File: src/design/audio_ctrl_pkg.sv
// Shared definitions for the audio playback command controller
// Command and error codes, rate and depth encodings and the bus structs
// Modules import this package inside their bodies

package audio_ctrl_pkg;

    // ========================================================================
    // Command codes carried in the top two bits of a header byte
    // ========================================================================
    localparam logic [1:0] CMD_HOST_SETUP_OUTPUT  = 2'b00;
    localparam logic [1:0] CMD_HOST_STREAM_OUTPUT = 2'b01;
    localparam logic [1:0] CMD_HOST_STOP          = 2'b10;
    // Only sent back to the host
    localparam logic [1:0] CMD_FPGA_STOPPED       = 2'b11;

    // Length field of the status message header
    localparam logic [5:0] STATUS_LEN = 6'd1;

    // Error codes reported in the second status byte
    localparam logic [7:0] ERROR_NONE                  = 8'd0;
    localparam logic [7:0] ERROR_INVALID_SETUP_PAYLOAD = 8'd1;
    localparam logic [7:0] ERROR_INVALID_STOP_PAYLOAD  = 8'd2;

    // Sample rates where bit 2 selects the 48 kHz family
    localparam logic [2:0] RATE_44K1  = 3'b000;
    localparam logic [2:0] RATE_88K2  = 3'b001;
    localparam logic [2:0] RATE_176K4 = 3'b010;
    localparam logic [2:0] RATE_352K8 = 3'b011;
    localparam logic [2:0] RATE_48K   = 3'b100;
    localparam logic [2:0] RATE_96K   = 3'b101;
    localparam logic [2:0] RATE_192K  = 3'b110;
    localparam logic [2:0] RATE_384K  = 3'b111;

    // Bit depths
    localparam logic [1:0] DEPTH_DOP = 2'b00;
    localparam logic [1:0] DEPTH_16  = 2'b01;
    localparam logic [1:0] DEPTH_24  = 2'b10;
    localparam logic [1:0] DEPTH_32  = 2'b11;

    // Positions inside io_en
    localparam int IO_TYPE_SPDIF_BIT = 0;
    localparam int IO_TYPE_I2S_BIT   = 1;

    // ========================================================================
    // Incoming byte, read as a header or as a setup payload
    // ========================================================================
    typedef struct packed {
        logic [1:0] cmd;
        logic [5:0] len;
    } hdr_t;

    // out_sel 0x picks I2S, 1x picks S/PDIF
    typedef struct packed {
        logic [1:0] out_sel;
        logic       rsvd;
        logic [2:0] rate;
        logic [1:0] depth;
    } setup_t;

    typedef union packed {
        hdr_t   hdr;
        setup_t setup;
    } ctrl_byte_u;

    // Active audio configuration
    typedef struct packed {
        logic [1:0] io_en;
        logic [2:0] sample_rate;
        logic [1:0] bit_depth;
    } audio_cfg_t;

    // One sample byte toward the sinks
    typedef struct packed {
        logic       valid;
        logic [7:0] data;
    } sample_wr_t;

    // Single cycle events from the parser
    typedef struct packed {
        logic       stop_req;
        logic       error;
        logic [7:0] error_code;
    } ctrl_event_t;

endpackage
File: src/design/audio_ctrl_top.sv
// Top level of the audio command controller
// Connects the FIFO reader, frame parser, session sequencer and output select
// Transmitters and host FIFOs sit outside on the ports

`timescale 1ns/100ps

module audio_ctrl_top #(
    parameter int SYNC_STAGES = 2
) (
    input  logic       clk,
    input  logic       reset_i,
    // Host input FIFO
    output logic       rd_in_fifo_en_o,
    input  logic       rd_in_fifo_empty_i,
    input  logic [7:0] rd_in_fifo_data_i,
    // Host output FIFO
    output logic       wr_out_fifo_en_o,
    output logic [7:0] wr_out_fifo_data_o,
    input  logic       wr_out_fifo_full_i,
    input  logic       wr_out_fifo_afull_i,
    // Transmitter sinks
    output logic       spdif_wr_en_o,
    output logic       i2s_wr_en_o,
    output logic [7:0] sample_data_o,
    input  logic       spdif_full_i,
    input  logic       i2s_full_i,
    input  logic       spdif_streaming_i,
    input  logic       i2s_streaming_i,
    // LEDs
    output logic       led_ctrl_err_o,
    output logic [7:0] led_sr_o,
    output logic [3:0] led_depth_o,
    output logic       led_streaming_spdif_o,
    output logic       led_streaming_i2s_o
);

    import audio_ctrl_pkg::*;

    logic        rx_valid;
    logic [7:0]  rx_data;
    logic        rd_allow;
    logic        sink_full;
    logic        streaming;
    audio_cfg_t  cfg;
    sample_wr_t  sample;
    ctrl_event_t evt;

    host_rx_reader u_reader (
        .clk                (clk),
        .reset_i            (reset_i),
        .rd_in_fifo_en_o    (rd_in_fifo_en_o),
        .rd_in_fifo_empty_i (rd_in_fifo_empty_i),
        .rd_in_fifo_data_i  (rd_in_fifo_data_i),
        .rd_allow_i         (rd_allow),
        .sink_full_i        (sink_full),
        .rx_valid_o         (rx_valid),
        .rx_data_o          (rx_data)
    );

    frame_parser u_parser (
        .clk        (clk),
        .reset_i    (reset_i),
        .rx_valid_i (rx_valid),
        .rx_data_i  (rx_data),
        .cfg_o      (cfg),
        .sample_o   (sample),
        .evt_o      (evt)
    );

    session_sequencer u_sequencer (
        .clk                 (clk),
        .reset_i             (reset_i),
        .evt_i               (evt),
        .streaming_i         (streaming),
        .rd_allow_o          (rd_allow),
        .wr_out_fifo_en_o    (wr_out_fifo_en_o),
        .wr_out_fifo_data_o  (wr_out_fifo_data_o),
        .wr_out_fifo_full_i  (wr_out_fifo_full_i),
        .wr_out_fifo_afull_i (wr_out_fifo_afull_i),
        .led_ctrl_err_o      (led_ctrl_err_o)
    );

    output_select #(
        .SYNC_STAGES (SYNC_STAGES)
    ) u_output_select (
        .clk                   (clk),
        .reset_i               (reset_i),
        .cfg_i                 (cfg),
        .sample_i              (sample),
        .spdif_full_i          (spdif_full_i),
        .i2s_full_i            (i2s_full_i),
        .spdif_streaming_i     (spdif_streaming_i),
        .i2s_streaming_i       (i2s_streaming_i),
        .spdif_wr_en_o         (spdif_wr_en_o),
        .i2s_wr_en_o           (i2s_wr_en_o),
        .sample_data_o         (sample_data_o),
        .sink_full_o           (sink_full),
        .streaming_o           (streaming),
        .led_sr_o              (led_sr_o),
        .led_depth_o           (led_depth_o),
        .led_streaming_spdif_o (led_streaming_spdif_o),
        .led_streaming_i2s_o   (led_streaming_i2s_o)
    );

endmodule

File: src/design/output_select.sv
// Steers sample bytes to the enabled transmitter sink
// Masks the sink full flags, synchronizes the streaming flags and
// drives the rate, depth and streaming LEDs

`timescale 1ns/100ps

module output_select #(
    parameter int SYNC_STAGES = 2
) (
    input  logic                       clk,
    input  logic                       reset_i,
    input  audio_ctrl_pkg::audio_cfg_t cfg_i,
    input  audio_ctrl_pkg::sample_wr_t sample_i,
    input  logic                       spdif_full_i,
    input  logic                       i2s_full_i,
    input  logic                       spdif_streaming_i,
    input  logic                       i2s_streaming_i,
    output logic                       spdif_wr_en_o,
    output logic                       i2s_wr_en_o,
    output logic [7:0]                 sample_data_o,
    output logic                       sink_full_o,
    output logic                       streaming_o,
    output logic [7:0]                 led_sr_o,
    output logic [3:0]                 led_depth_o,
    output logic                       led_streaming_spdif_o,
    output logic                       led_streaming_i2s_o
);

    import audio_ctrl_pkg::*;

    logic [1:0]                  full_vec;
    logic [1:0]                  stream_async;
    logic [SYNC_STAGES-1:0][1:0] sync_q;
    logic [1:0]                  stream_sync;

    // ========================================================================
    // Sample steering
    // ========================================================================
    assign spdif_wr_en_o = sample_i.valid & cfg_i.io_en[IO_TYPE_SPDIF_BIT];
    assign i2s_wr_en_o   = sample_i.valid & cfg_i.io_en[IO_TYPE_I2S_BIT];
    assign sample_data_o = sample_i.data;

    // Writes trail the check by a cycle, so sinks flag full with one slot spare
    assign full_vec[IO_TYPE_SPDIF_BIT] = spdif_full_i;
    assign full_vec[IO_TYPE_I2S_BIT]   = i2s_full_i;
    assign sink_full_o = |(full_vec & cfg_i.io_en);

    // ========================================================================
    // Streaming flag synchronizers
    // ========================================================================
    assign stream_async[IO_TYPE_SPDIF_BIT] = spdif_streaming_i;
    assign stream_async[IO_TYPE_I2S_BIT]   = i2s_streaming_i;

    always_ff @(posedge clk or posedge reset_i) begin
        if (reset_i) begin
            sync_q <= '0;
        end else begin
            sync_q <= {sync_q[SYNC_STAGES-2:0], stream_async};
        end
    end

    assign stream_sync           = sync_q[SYNC_STAGES-1];
    assign streaming_o           = |stream_sync;
    assign led_streaming_spdif_o = stream_sync[IO_TYPE_SPDIF_BIT];
    assign led_streaming_i2s_o   = stream_sync[IO_TYPE_I2S_BIT];

    // Rate and depth LEDs stay dark until an output is set up
    assign led_sr_o    = (|cfg_i.io_en) ? (8'd1 << cfg_i.sample_rate) : 8'd0;
    assign led_depth_o = (|cfg_i.io_en) ? (4'd1 << cfg_i.bit_depth) : 4'd0;

    // Setup decoding must keep io_en one-hot
    property p_single_sink;
        @(posedge clk) disable iff (reset_i)
        !(spdif_wr_en_o && i2s_wr_en_o);
    endproperty
    a_single_sink: assert property (p_single_sink);

endmodule

File: src/design/session_sequencer.sv
// Session control for the command path
// Gates input reads, waits for the outputs to stop and writes the
// two byte status message to the host output FIFO

`timescale 1ns/100ps

module session_sequencer (
    input  logic                        clk,
    input  logic                        reset_i,
    input  audio_ctrl_pkg::ctrl_event_t evt_i,
    input  logic                        streaming_i,
    output logic                        rd_allow_o,
    output logic                        wr_out_fifo_en_o,
    output logic [7:0]                  wr_out_fifo_data_o,
    input  logic                        wr_out_fifo_full_i,
    input  logic                        wr_out_fifo_afull_i,
    output logic                        led_ctrl_err_o
);

    import audio_ctrl_pkg::*;

    typedef enum logic [1:0] {
        ST_READ,
        ST_WAIT_STOP,
        ST_STATUS,
        ST_IDLE
    } state_e;

    state_e     state_q;
    logic       code_sel_q;
    logic [7:0] code_q;

    assign rd_allow_o = (state_q == ST_READ);

    always_ff @(posedge clk or posedge reset_i) begin
        if (reset_i) begin
            state_q          <= ST_READ;
            code_sel_q       <= 1'b0;
            wr_out_fifo_en_o <= 1'b0;
            led_ctrl_err_o   <= 1'b0;
        end else begin
            wr_out_fifo_en_o <= 1'b0;
            case (state_q)
                ST_READ: begin
                    code_sel_q <= 1'b0;
                    if (evt_i.error) begin
                        // Error LED also locks the sequencer after the status
                        led_ctrl_err_o <= 1'b1;
                        state_q        <= ST_STATUS;
                    end else if (evt_i.stop_req) begin
                        state_q <= ST_WAIT_STOP;
                    end
                end
                ST_WAIT_STOP: begin
                    if (!streaming_i) begin
                        state_q <= ST_STATUS;
                    end
                end
                ST_STATUS: begin
                    // Header first, then the code byte
                    if (!wr_out_fifo_full_i && !wr_out_fifo_afull_i) begin
                        wr_out_fifo_en_o <= 1'b1;
                        code_sel_q       <= 1'b1;
                        if (code_sel_q) begin
                            state_q <= led_ctrl_err_o ? ST_IDLE : ST_READ;
                        end
                    end
                end
                // Left only through reset
                ST_IDLE: begin
                end
                default: begin
                    state_q <= ST_IDLE;
                end
            endcase
        end
    end

    // Status code and output byte
    always_ff @(posedge clk) begin
        if (state_q == ST_READ && evt_i.error) begin
            code_q <= evt_i.error_code;
        end else if (state_q == ST_WAIT_STOP) begin
            code_q <= ERROR_NONE;
        end
        if (state_q == ST_STATUS) begin
            wr_out_fifo_data_o <= code_sel_q ? code_q : {CMD_FPGA_STOPPED, STATUS_LEN};
        end
    end

    // A full output FIFO blocks the write on the next edge
    property p_no_write_when_full;
        @(posedge clk) disable iff (reset_i)
        wr_out_fifo_full_i |=> !wr_out_fifo_en_o;
    endproperty
    a_no_write_when_full: assert property (p_no_write_when_full);

endmodule

File: src/design/frame_parser.sv
// Frames host bytes into command headers and payloads
// Holds the audio configuration, issues sample writes and reports
// stop requests and length errors to the sequencer

`timescale 1ns/100ps

module frame_parser (
    input  logic                     clk,
    input  logic                     reset_i,
    input  logic                     rx_valid_i,
    input  audio_ctrl_pkg::ctrl_byte_u  rx_data_i,
    output audio_ctrl_pkg::audio_cfg_t  cfg_o,
    output audio_ctrl_pkg::sample_wr_t  sample_o,
    output audio_ctrl_pkg::ctrl_event_t evt_o
);

    import audio_ctrl_pkg::*;

    logic        in_payload_q;
    logic [1:0]  cmd_q;
    logic [5:0]  left_q;
    audio_cfg_t  cfg_q;
    sample_wr_t  sample_q;
    ctrl_event_t evt_q;

    assign cfg_o    = cfg_q;
    assign sample_o = sample_q;
    assign evt_o    = evt_q;

    // ========================================================================
    // Header and payload framing
    // ========================================================================
    always_ff @(posedge clk or posedge reset_i) begin
        if (reset_i) begin
            in_payload_q   <= 1'b0;
            cmd_q          <= CMD_HOST_SETUP_OUTPUT;
            left_q         <= '0;
            cfg_q          <= '0;
            sample_q       <= '0;
            evt_q          <= '0;
        end else begin
            // Pulses
            sample_q.valid <= 1'b0;
            evt_q.stop_req <= 1'b0;
            evt_q.error    <= 1'b0;

            if (rx_valid_i && !in_payload_q) begin
                cmd_q        <= rx_data_i.hdr.cmd;
                left_q       <= rx_data_i.hdr.len;
                in_payload_q <= (rx_data_i.hdr.len != 6'd0);
                case (rx_data_i.hdr.cmd)
                    CMD_HOST_SETUP_OUTPUT: begin
                        if (rx_data_i.hdr.len != 6'd1) begin
                            evt_q.error      <= 1'b1;
                            evt_q.error_code <= ERROR_INVALID_SETUP_PAYLOAD;
                            // Bad setup payload gets skipped, never applied
                            cmd_q <= CMD_FPGA_STOPPED;
                        end
                    end
                    CMD_HOST_STOP: begin
                        if (rx_data_i.hdr.len != 6'd0) begin
                            evt_q.error      <= 1'b1;
                            evt_q.error_code <= ERROR_INVALID_STOP_PAYLOAD;
                        end else begin
                            evt_q.stop_req   <= 1'b1;
                            evt_q.error_code <= ERROR_NONE;
                        end
                    end
                    default: begin
                    end
                endcase
            end else if (rx_valid_i) begin
                left_q <= left_q - 6'd1;
                if (left_q == 6'd1) begin
                    in_payload_q <= 1'b0;
                end
                // Sample payload
                sample_q.data <= rx_data_i;
                case (cmd_q)
                    CMD_HOST_SETUP_OUTPUT: begin
                        // Either output maps onto one of the two sinks
                        cfg_q.io_en <= rx_data_i.setup.out_sel[1] ?
                                       2'(1 << IO_TYPE_SPDIF_BIT) :
                                       2'(1 << IO_TYPE_I2S_BIT);
                        cfg_q.sample_rate <= rx_data_i.setup.rate;
                        cfg_q.bit_depth   <= rx_data_i.setup.depth;
                    end
                    CMD_HOST_STREAM_OUTPUT: begin
                        sample_q.valid <= 1'b1;
                    end
                    // Stop and status codes carry nothing useful here
                    default: begin
                    end
                endcase
            end
        end
    end

    // A header raises either a stop or an error, never both
    property p_evt_exclusive;
        @(posedge clk) disable iff (reset_i)
        !(evt_q.stop_req && evt_q.error);
    endproperty
    a_evt_exclusive: assert property (p_evt_exclusive);

endmodule

File: src/design/host_rx_reader.sv
// Reads host bytes from the input FIFO and hands them to the frame parser
// One byte is held back when the enabled sink pushes back

`timescale 1ns/100ps

module host_rx_reader (
    input  logic       clk,
    input  logic       reset_i,
    output logic       rd_in_fifo_en_o,
    input  logic       rd_in_fifo_empty_i,
    input  logic [7:0] rd_in_fifo_data_i,
    input  logic       rd_allow_i,
    input  logic       sink_full_i,
    output logic       rx_valid_o,
    output logic [7:0] rx_data_o
);

    logic       rd_pend_q;
    logic       saved_q;
    logic [7:0] hold_q;
    logic       rd_now;
    logic       saved_d;
    logic       en_d;

    // A read lands on this edge
    assign rd_now = rd_in_fifo_en_o & ~rd_in_fifo_empty_i;

    // Deliver FIFO data or the held byte once the sink has room
    assign rx_valid_o = (rd_pend_q | saved_q) & ~sink_full_i;
    assign rx_data_o  = saved_q ? hold_q : rd_in_fifo_data_i;

    // Keep or take the byte while the sink is full
    assign saved_d = (saved_q | rd_pend_q) & sink_full_i;

    // Enable skips the data cycle so only one byte is ever in flight
    assign en_d = rd_allow_i & ~sink_full_i & ~saved_d & ~rd_now;

    always_ff @(posedge clk or posedge reset_i) begin
        if (reset_i) begin
            rd_in_fifo_en_o <= 1'b0;
            rd_pend_q       <= 1'b0;
            saved_q         <= 1'b0;
        end else begin
            rd_in_fifo_en_o <= en_d;
            rd_pend_q       <= rd_now;
            saved_q         <= saved_d;
        end
    end

    // Holding register
    always_ff @(posedge clk) begin
        if (rd_pend_q && sink_full_i) begin
            hold_q <= rd_in_fifo_data_i;
        end
    end

    // No new read may start while a byte waits for the sink
    property p_no_read_while_saved;
        @(posedge clk) disable iff (reset_i)
        saved_q |-> !rd_in_fifo_en_o;
    endproperty
    a_no_read_while_saved: assert property (p_no_read_while_saved);

endmodule

File: config.mk
export PLATFORM = sky130hd
export DESIGN_NAME = audio_ctrl_top
export DESIGN_NICKNAME = d
export VERILOG_FILES = /design/src/design/audio_ctrl_pkg.sv /design/src/design/audio_ctrl_top.sv /design/src/design/output_select.sv /design/src/design/session_sequencer.sv /design/src/design/frame_parser.sv /design/src/design/host_rx_reader.sv
export SDC_FILE = /design/constraint.sdc
export NUM_CORES = 1
export LEC_CHECK = 0
export BUFFER_PORTS_ARGS = -buffer_cell sky130_fd_sc_hd__clkbuf_2
export CORE_MARGIN = 5
export CORE_UTILIZATION = 47
export DETAILED_ROUTE_END_ITERATION = 7
export PLACE_DENSITY = 0.66
export SLEW_MARGIN = 15
export SYNTH_ARGS = -nofsm -noshare
export SYNTH_HDL_FRONTEND = slang
export SYNTH_SLANG_ARGS = --single-unit
File: constraint.sdc
create_clock -name clk -period 2.9 [get_ports clk]
set_input_delay 0.58 -clock clk [delete_from_list [all_inputs] [get_ports clk]]
set_output_delay 0.58 -clock clk [all_outputs]
set_load 0.005 [all_outputs]
# Word-level counts from Yosys, hierarchy flattened
# Cells that the tools add are included.
# totals
register_bits	71
latchBits	0
ramBits	0
romBits	0
input_bits	17
output_inout_bits	35
elab_cells	113
mem_count	0
# classes
n_addsub	1
n_mul	0
div	0
order_cmp	0
n_eq_ne	11
n_shift	2
muxes	34
n_bitwise	15
n_reduce_logical	27
# ops
operator	n
$mux W8	4
$mux W9	3
$mux W2	10
$pmux W9 S2	1
$mux W6	2
$mux W1	10
$mux W10	1
$reduce_bool A2 Y1	5
$and A1 B1 Y1	8
$reduce_and A2 Y1	4
$shl A1 B3 Y8 const A	1
$eq A6 B1 Y1 const B	1
$logic_not A2 Y1	3
$ne A2 B1 Y1 const B	3
$ne A6 B1 Y1 const B	1
$pmux W2 S3	1
$reduce_and A3 Y1	2
$reduce_bool A6 Y1	1
$reduce_or A2 Y1	3
$sub A6 B1 Y6 const B	1
$not A1 Y1	5
$reduce_and A5 Y1	1
$eq A2 B1 Y1 const B	2
$eq A2 B2 Y1 const B	2
other kinds (10)	15

# Depth between registers and ports, before layout
# logic_depth
word_depth	7
mapped_depth	6

# By module
# Synthesis repeated with hierarchy kept, for this count alone.
# unflattened
hier_cells	247
area_unflattened_um2	3065.4
# by_module_without_submodules
module	n_inst	cells_per_inst	area_each_um2	seq_area_each_um2
frame_parser	1	117	1363.8	725.7
session_sequencer	1	66	914.6	605.6
host_rx_reader	1	27	484.2	315.3
output_select	1	37	302.8	100.1

# Least setup slack after synthesis
# Ideal clock, no wire load.
# synth_timing
kind	input to register
start	input port rd_in_fifo_data_i[4]
end	register u_parser.evt_q (netlist bit u_parser.evt_o[1])
t_arrival_ps	1779
required_time_ps	2813
slack_ps	1034
path_stages	4
path_buffers	0
cell_sequence	mux2_2 > or4_1 > or3_1 > o211ai_1
# synth_via
elab_chain_cells	4
elab_cells_between_ends	7
cone_classes	eq/ne (2); mux (3); reduce/logical (2)
# synth_lines
item	line_no	text
from (decl)	audio_ctrl_top.sv:15	input logic [7:0] rd_in_fifo_data_i,
$mux W8 *	host_rx_reader.sv:30	assign rx_data_o = saved_q ? hold_q : rd_in_fifo_data_i;
$ne A6 B1 Y1 / $reduce_bool A6 Y1 (equally long branches)	frame_parser.sv:53, frame_parser.sv:61	
$ne A2 B1 Y1 (no source line) / $mux W2 (equally long branches)	-	
$reduce_and A3 Y1 (no source line) / $pmux W9 S2 (equally long branches)	-	
to (decl)	frame_parser.sv:24	ctrl_event_t evt_q;
# Mark *: on every way between the ends. The rest lies on a longest branch, timed or not.
# A chain may end at the register's enable or synchronous reset.

# Worst setup path in the final report
# layout_timing
start	register u_reader.saved_q
end	register u_parser.sample_q (netlist bit u_parser.sample_o[2])
# layout_via
elab_chain_cells	5
elab_cells_between_ends	6
cone_classes	mux (1); bitwise (3); reduce/logical (2)
# layout_lines
item	line_no	text
from (decl)	host_rx_reader.sv:19	logic saved_q;
from (signal assigned)	host_rx_reader.sv:46	saved_q <= saved_d;
$or A1 B1 Y1	host_rx_reader.sv:29	assign rx_valid_o = (rd_pend_q | saved_q) & ~sink_full_i;
$and A1 B1 Y1	host_rx_reader.sv:29	
$logic_and A1 B1 Y1	frame_parser.sv:47	if (rx_valid_i && !in_payload_q) begin
$not A1 Y1 (no source line)	-	
$reduce_and A2 Y1 (no source line)	-	
to (decl)	frame_parser.sv:23	sample_wr_t sample_q;
# Parallel ways exist; a longest one is shown, timed or not.

==> qor.yml <==
status: "completed"
synth_edf_count: 13
initial_core_util_pct: 47.6
cap_violations: 0
use_met3_pct: 3.85
slowest_delay_ns: 0.67
slew_violations: 0
first_pass_iters: 4
vias: 1700
cts_hold_buf: 0
r2r_slack_ns: 0.74
synth_area_leaders: "dfrtp_1, edfxtp_1, mux2_2"
core_area_sq_um: 5410
grt_overflow: 0
cts-root-buf: "clkbuf_8"
place_congestion: 0.776
syn_inst: 226
rsz0062_at_grt: "no"
cts_setup_buffers: 0
cts_made_buffers: 5
grt_pass1_vias: 1696
p_leak_nw: 1.29
synth.most_common_cell: "dfrtp_1"
yosysTopAreaCellShare_pct: 39.9
port_buffers: 47
rr_startpoint: "u_reader.saved_q"
ioPinCount: 52
groute.layer.met1.usage_pct: 20.1
crit_fanout: 13
r2r_cells: 4
endpoint_kind: "register"
tns_ns: 0
ys_warn_count: 0
layout-drive-gt1-share_pct: 30.7
cts_tree: "done"
worstMarginPinSlew_ns: 0.578
top_usage_layer: "met2"
fin_crit_sh_pct: 74.3
synth_seq_cells: 54
fin_util_pct: 53.3
crit_chain: "nor2_1 -> nor2_1 -> nand2_1 -> mux2_2"
irDropWorstVdd_uv: 336
synth_area_per_cell_sq_um: 11.4
drt-initial-drc-count: 72
clkSinkCount: 54
viasPerCell: 5.01
n_fill_cell: 496
dieArea_sq_um: 7050
dp_hpwl_mm: 3.55
async_flop_share_pct: 75.9
diodes: 0
synthDistinctLibCells: 42
die_h_um: 84.0
crit_top_cell: "nor2_1"
skew_ns: 0.00698
syn_area_sq_um: 2570
yosysSeqAreaShare_pct: 55.1
setup_viol: 0
htreeDepth: 2
cp-startpoint: "u_reader.saved_q"
synth_commonest_cells: "dfrtp_1, nor2_1, mux2_2, nand2_1"
grtUsageTotal_pct: 14.6
antenna_found_initial: 0
arrival_ns: 2.35
core.rowCount: 27
critical_path_required_ns: 3.09
hp-class: "reg2reg"
synth-main-ff-cell: "dfrtp_1"
wl_mm: 4.77
clk_pin_slew_ns: 0.09
total_power_w: 0.00240
max_freq_ghz: 0.464
met2_usage_pct: 22.6
grt_max_degree: 42
worstSetupStartpointType: "register"
worstSetupPathType: "reg2reg"
syn2layout_area_growth_pct: 12.1
clockBufferDepth: 2
synth.largest_area_cell: "dfrtp_1"
ctsResizeCount: 0
grt_pass1_wl_mm: 8.27
fin_crit_ns: 2.16
r2r_end: "u_parser.sample_o[2]"
power.density_nw_per_um2: 834
drc_errors: 0
multi_input_area_sq_um: 1000
fin_nets: 289
crit_slowest_cell: "dfrtp_1"
final_antenna_net_count: 0
hold_viol: 0
relSlewSlack_pct: 60.4
cp-endpoint: "u_parser.sample_o[2]"
avgRoutedWirePerCell_um: 14.1
die_w_um: 84.0
register_area_sq_um: 1420
clkLatencyLatePin_ns: 0.30
## logic make-up after synthesis
family,synth area share (%)
adders and majority gates,2.92
other,0.146
muxes,11.5
xor gates and xnor gates,0.341
AOI/OAI and AO/OA,8.22
buffers and inverters,6.28
DFF,55.1
and+or+nand+nor,15.5
## flip-flops by register name, summed over array words and instances, names as in the netlist
signal	count
u_output_select.stream_sync	2
u_output_select.sync_q	2
u_parser.cfg_o	7
u_parser.cmd_q	2
u_parser.evt_o	4
u_parser.in_payload_q	1
u_parser.left_q	6
u_parser.sample_o	9
u_reader.hold_q	8
u_reader.rd_in_fifo_en_o	1
u_reader.rd_pend_q	1
u_reader.saved_q	1
u_sequencer.code_q	2
u_sequencer.code_sel_q	1
u_sequencer.led_ctrl_err_o	1
u_sequencer.state_q	2
u_sequencer.wr_out_fifo_data_o	3
u_sequencer.wr_out_fifo_en_o	1
## power breakdown
group | internal, W | total (W) | leakage (nW) | switching (W)
registers | 0.00101 | 0.00119 | 0.626 | 0.000180
logic | 0.000394 | 0.000788 | 0.618 | 0.000394
clock network | 0.000193 | 0.000424 | 0.0482 | 0.000231
total | 0.00160 | 0.00240 | 1.29 | 0.000805
## metrics by stage
step / hold slack (ns) / cell area (sq um) / worst slack [ns] / cells
final: 0.353 / 2880 / 0.745 / 339
after global routing: 0.360 / 2880 / 0.572 / 339
after CTS: 0.358 / 2880 / 0.724 / 339
after detailed placement: 0.336 / 2790 / 0.624 / 331
after global placement: 0.331 / 2790 / 0.667 / 331
after floorplan: 0.331 / 2580 / 1.03 / 229
## layer usage
metal / wire, um / vias up
li1: - / 858
met1: 2240 / 795
met2: 2180 / 41
met3: 285 / 6
met4: 65 / 0
met5: 0 / -
## cells in the final DEF (no fill, tap or decap), types with 3 or more instances in the layout
cell	instances
inv_1	10
dfrtp_1	41
clkbuf_2	47
o21ai_0	10
ha_1	6
o22ai_1	3
conb_1	4
nor3b_1	5
a21oi_1	7
nor2_1	21
edfxtp_1	13
or3_1	4
or2_2	3
o31ai_1	3
mux2_2	20
and2_1	4
clkbuf_8	6
nand2_1	16
nand2b_1	4
nor3_1	6
mux2i_1	7
## layout make-up
type	instances	share of cell area, %
clock buffer	7	2.99
timing repair buffer	48	8.42
clock inverter	1	0.174
inverter	10	1.30
multi-input combinational	147	34.9
sequential	54	49.1
tap	72	3.13
## how the worst min path moves through the flow
stage / startpoint / endpoint / slack, ns / cells after the start
global route: i2s_streaming_i / u_output_select.sync_q[1] / 0.36 / 1
floorplan: u_output_select.sync_q[0] / u_output_select.stream_sync[0] / 0.33 / 0
detailed placement: u_output_select.sync_q[1] / u_output_select.stream_sync[1] / 0.34 / 0
CTS: u_output_select.sync_q[1] / u_output_select.stream_sync[1] / 0.36 / 0
global placement: u_output_select.sync_q[1] / u_output_select.stream_sync[1] / 0.33 / 0
finish: u_output_select.sync_q[1] / u_output_select.stream_sync[1] / 0.35 / 0
## worst max-delay path: cells and delay by family, from the launching register on
kind / cells / cell delay [ns]
AND/OR/NAND/NOR: 3 / 0.99
flip-flops: 1 / 0.67
multiplexers: 1 / 0.39
Power figures use the tool's default switching activity.
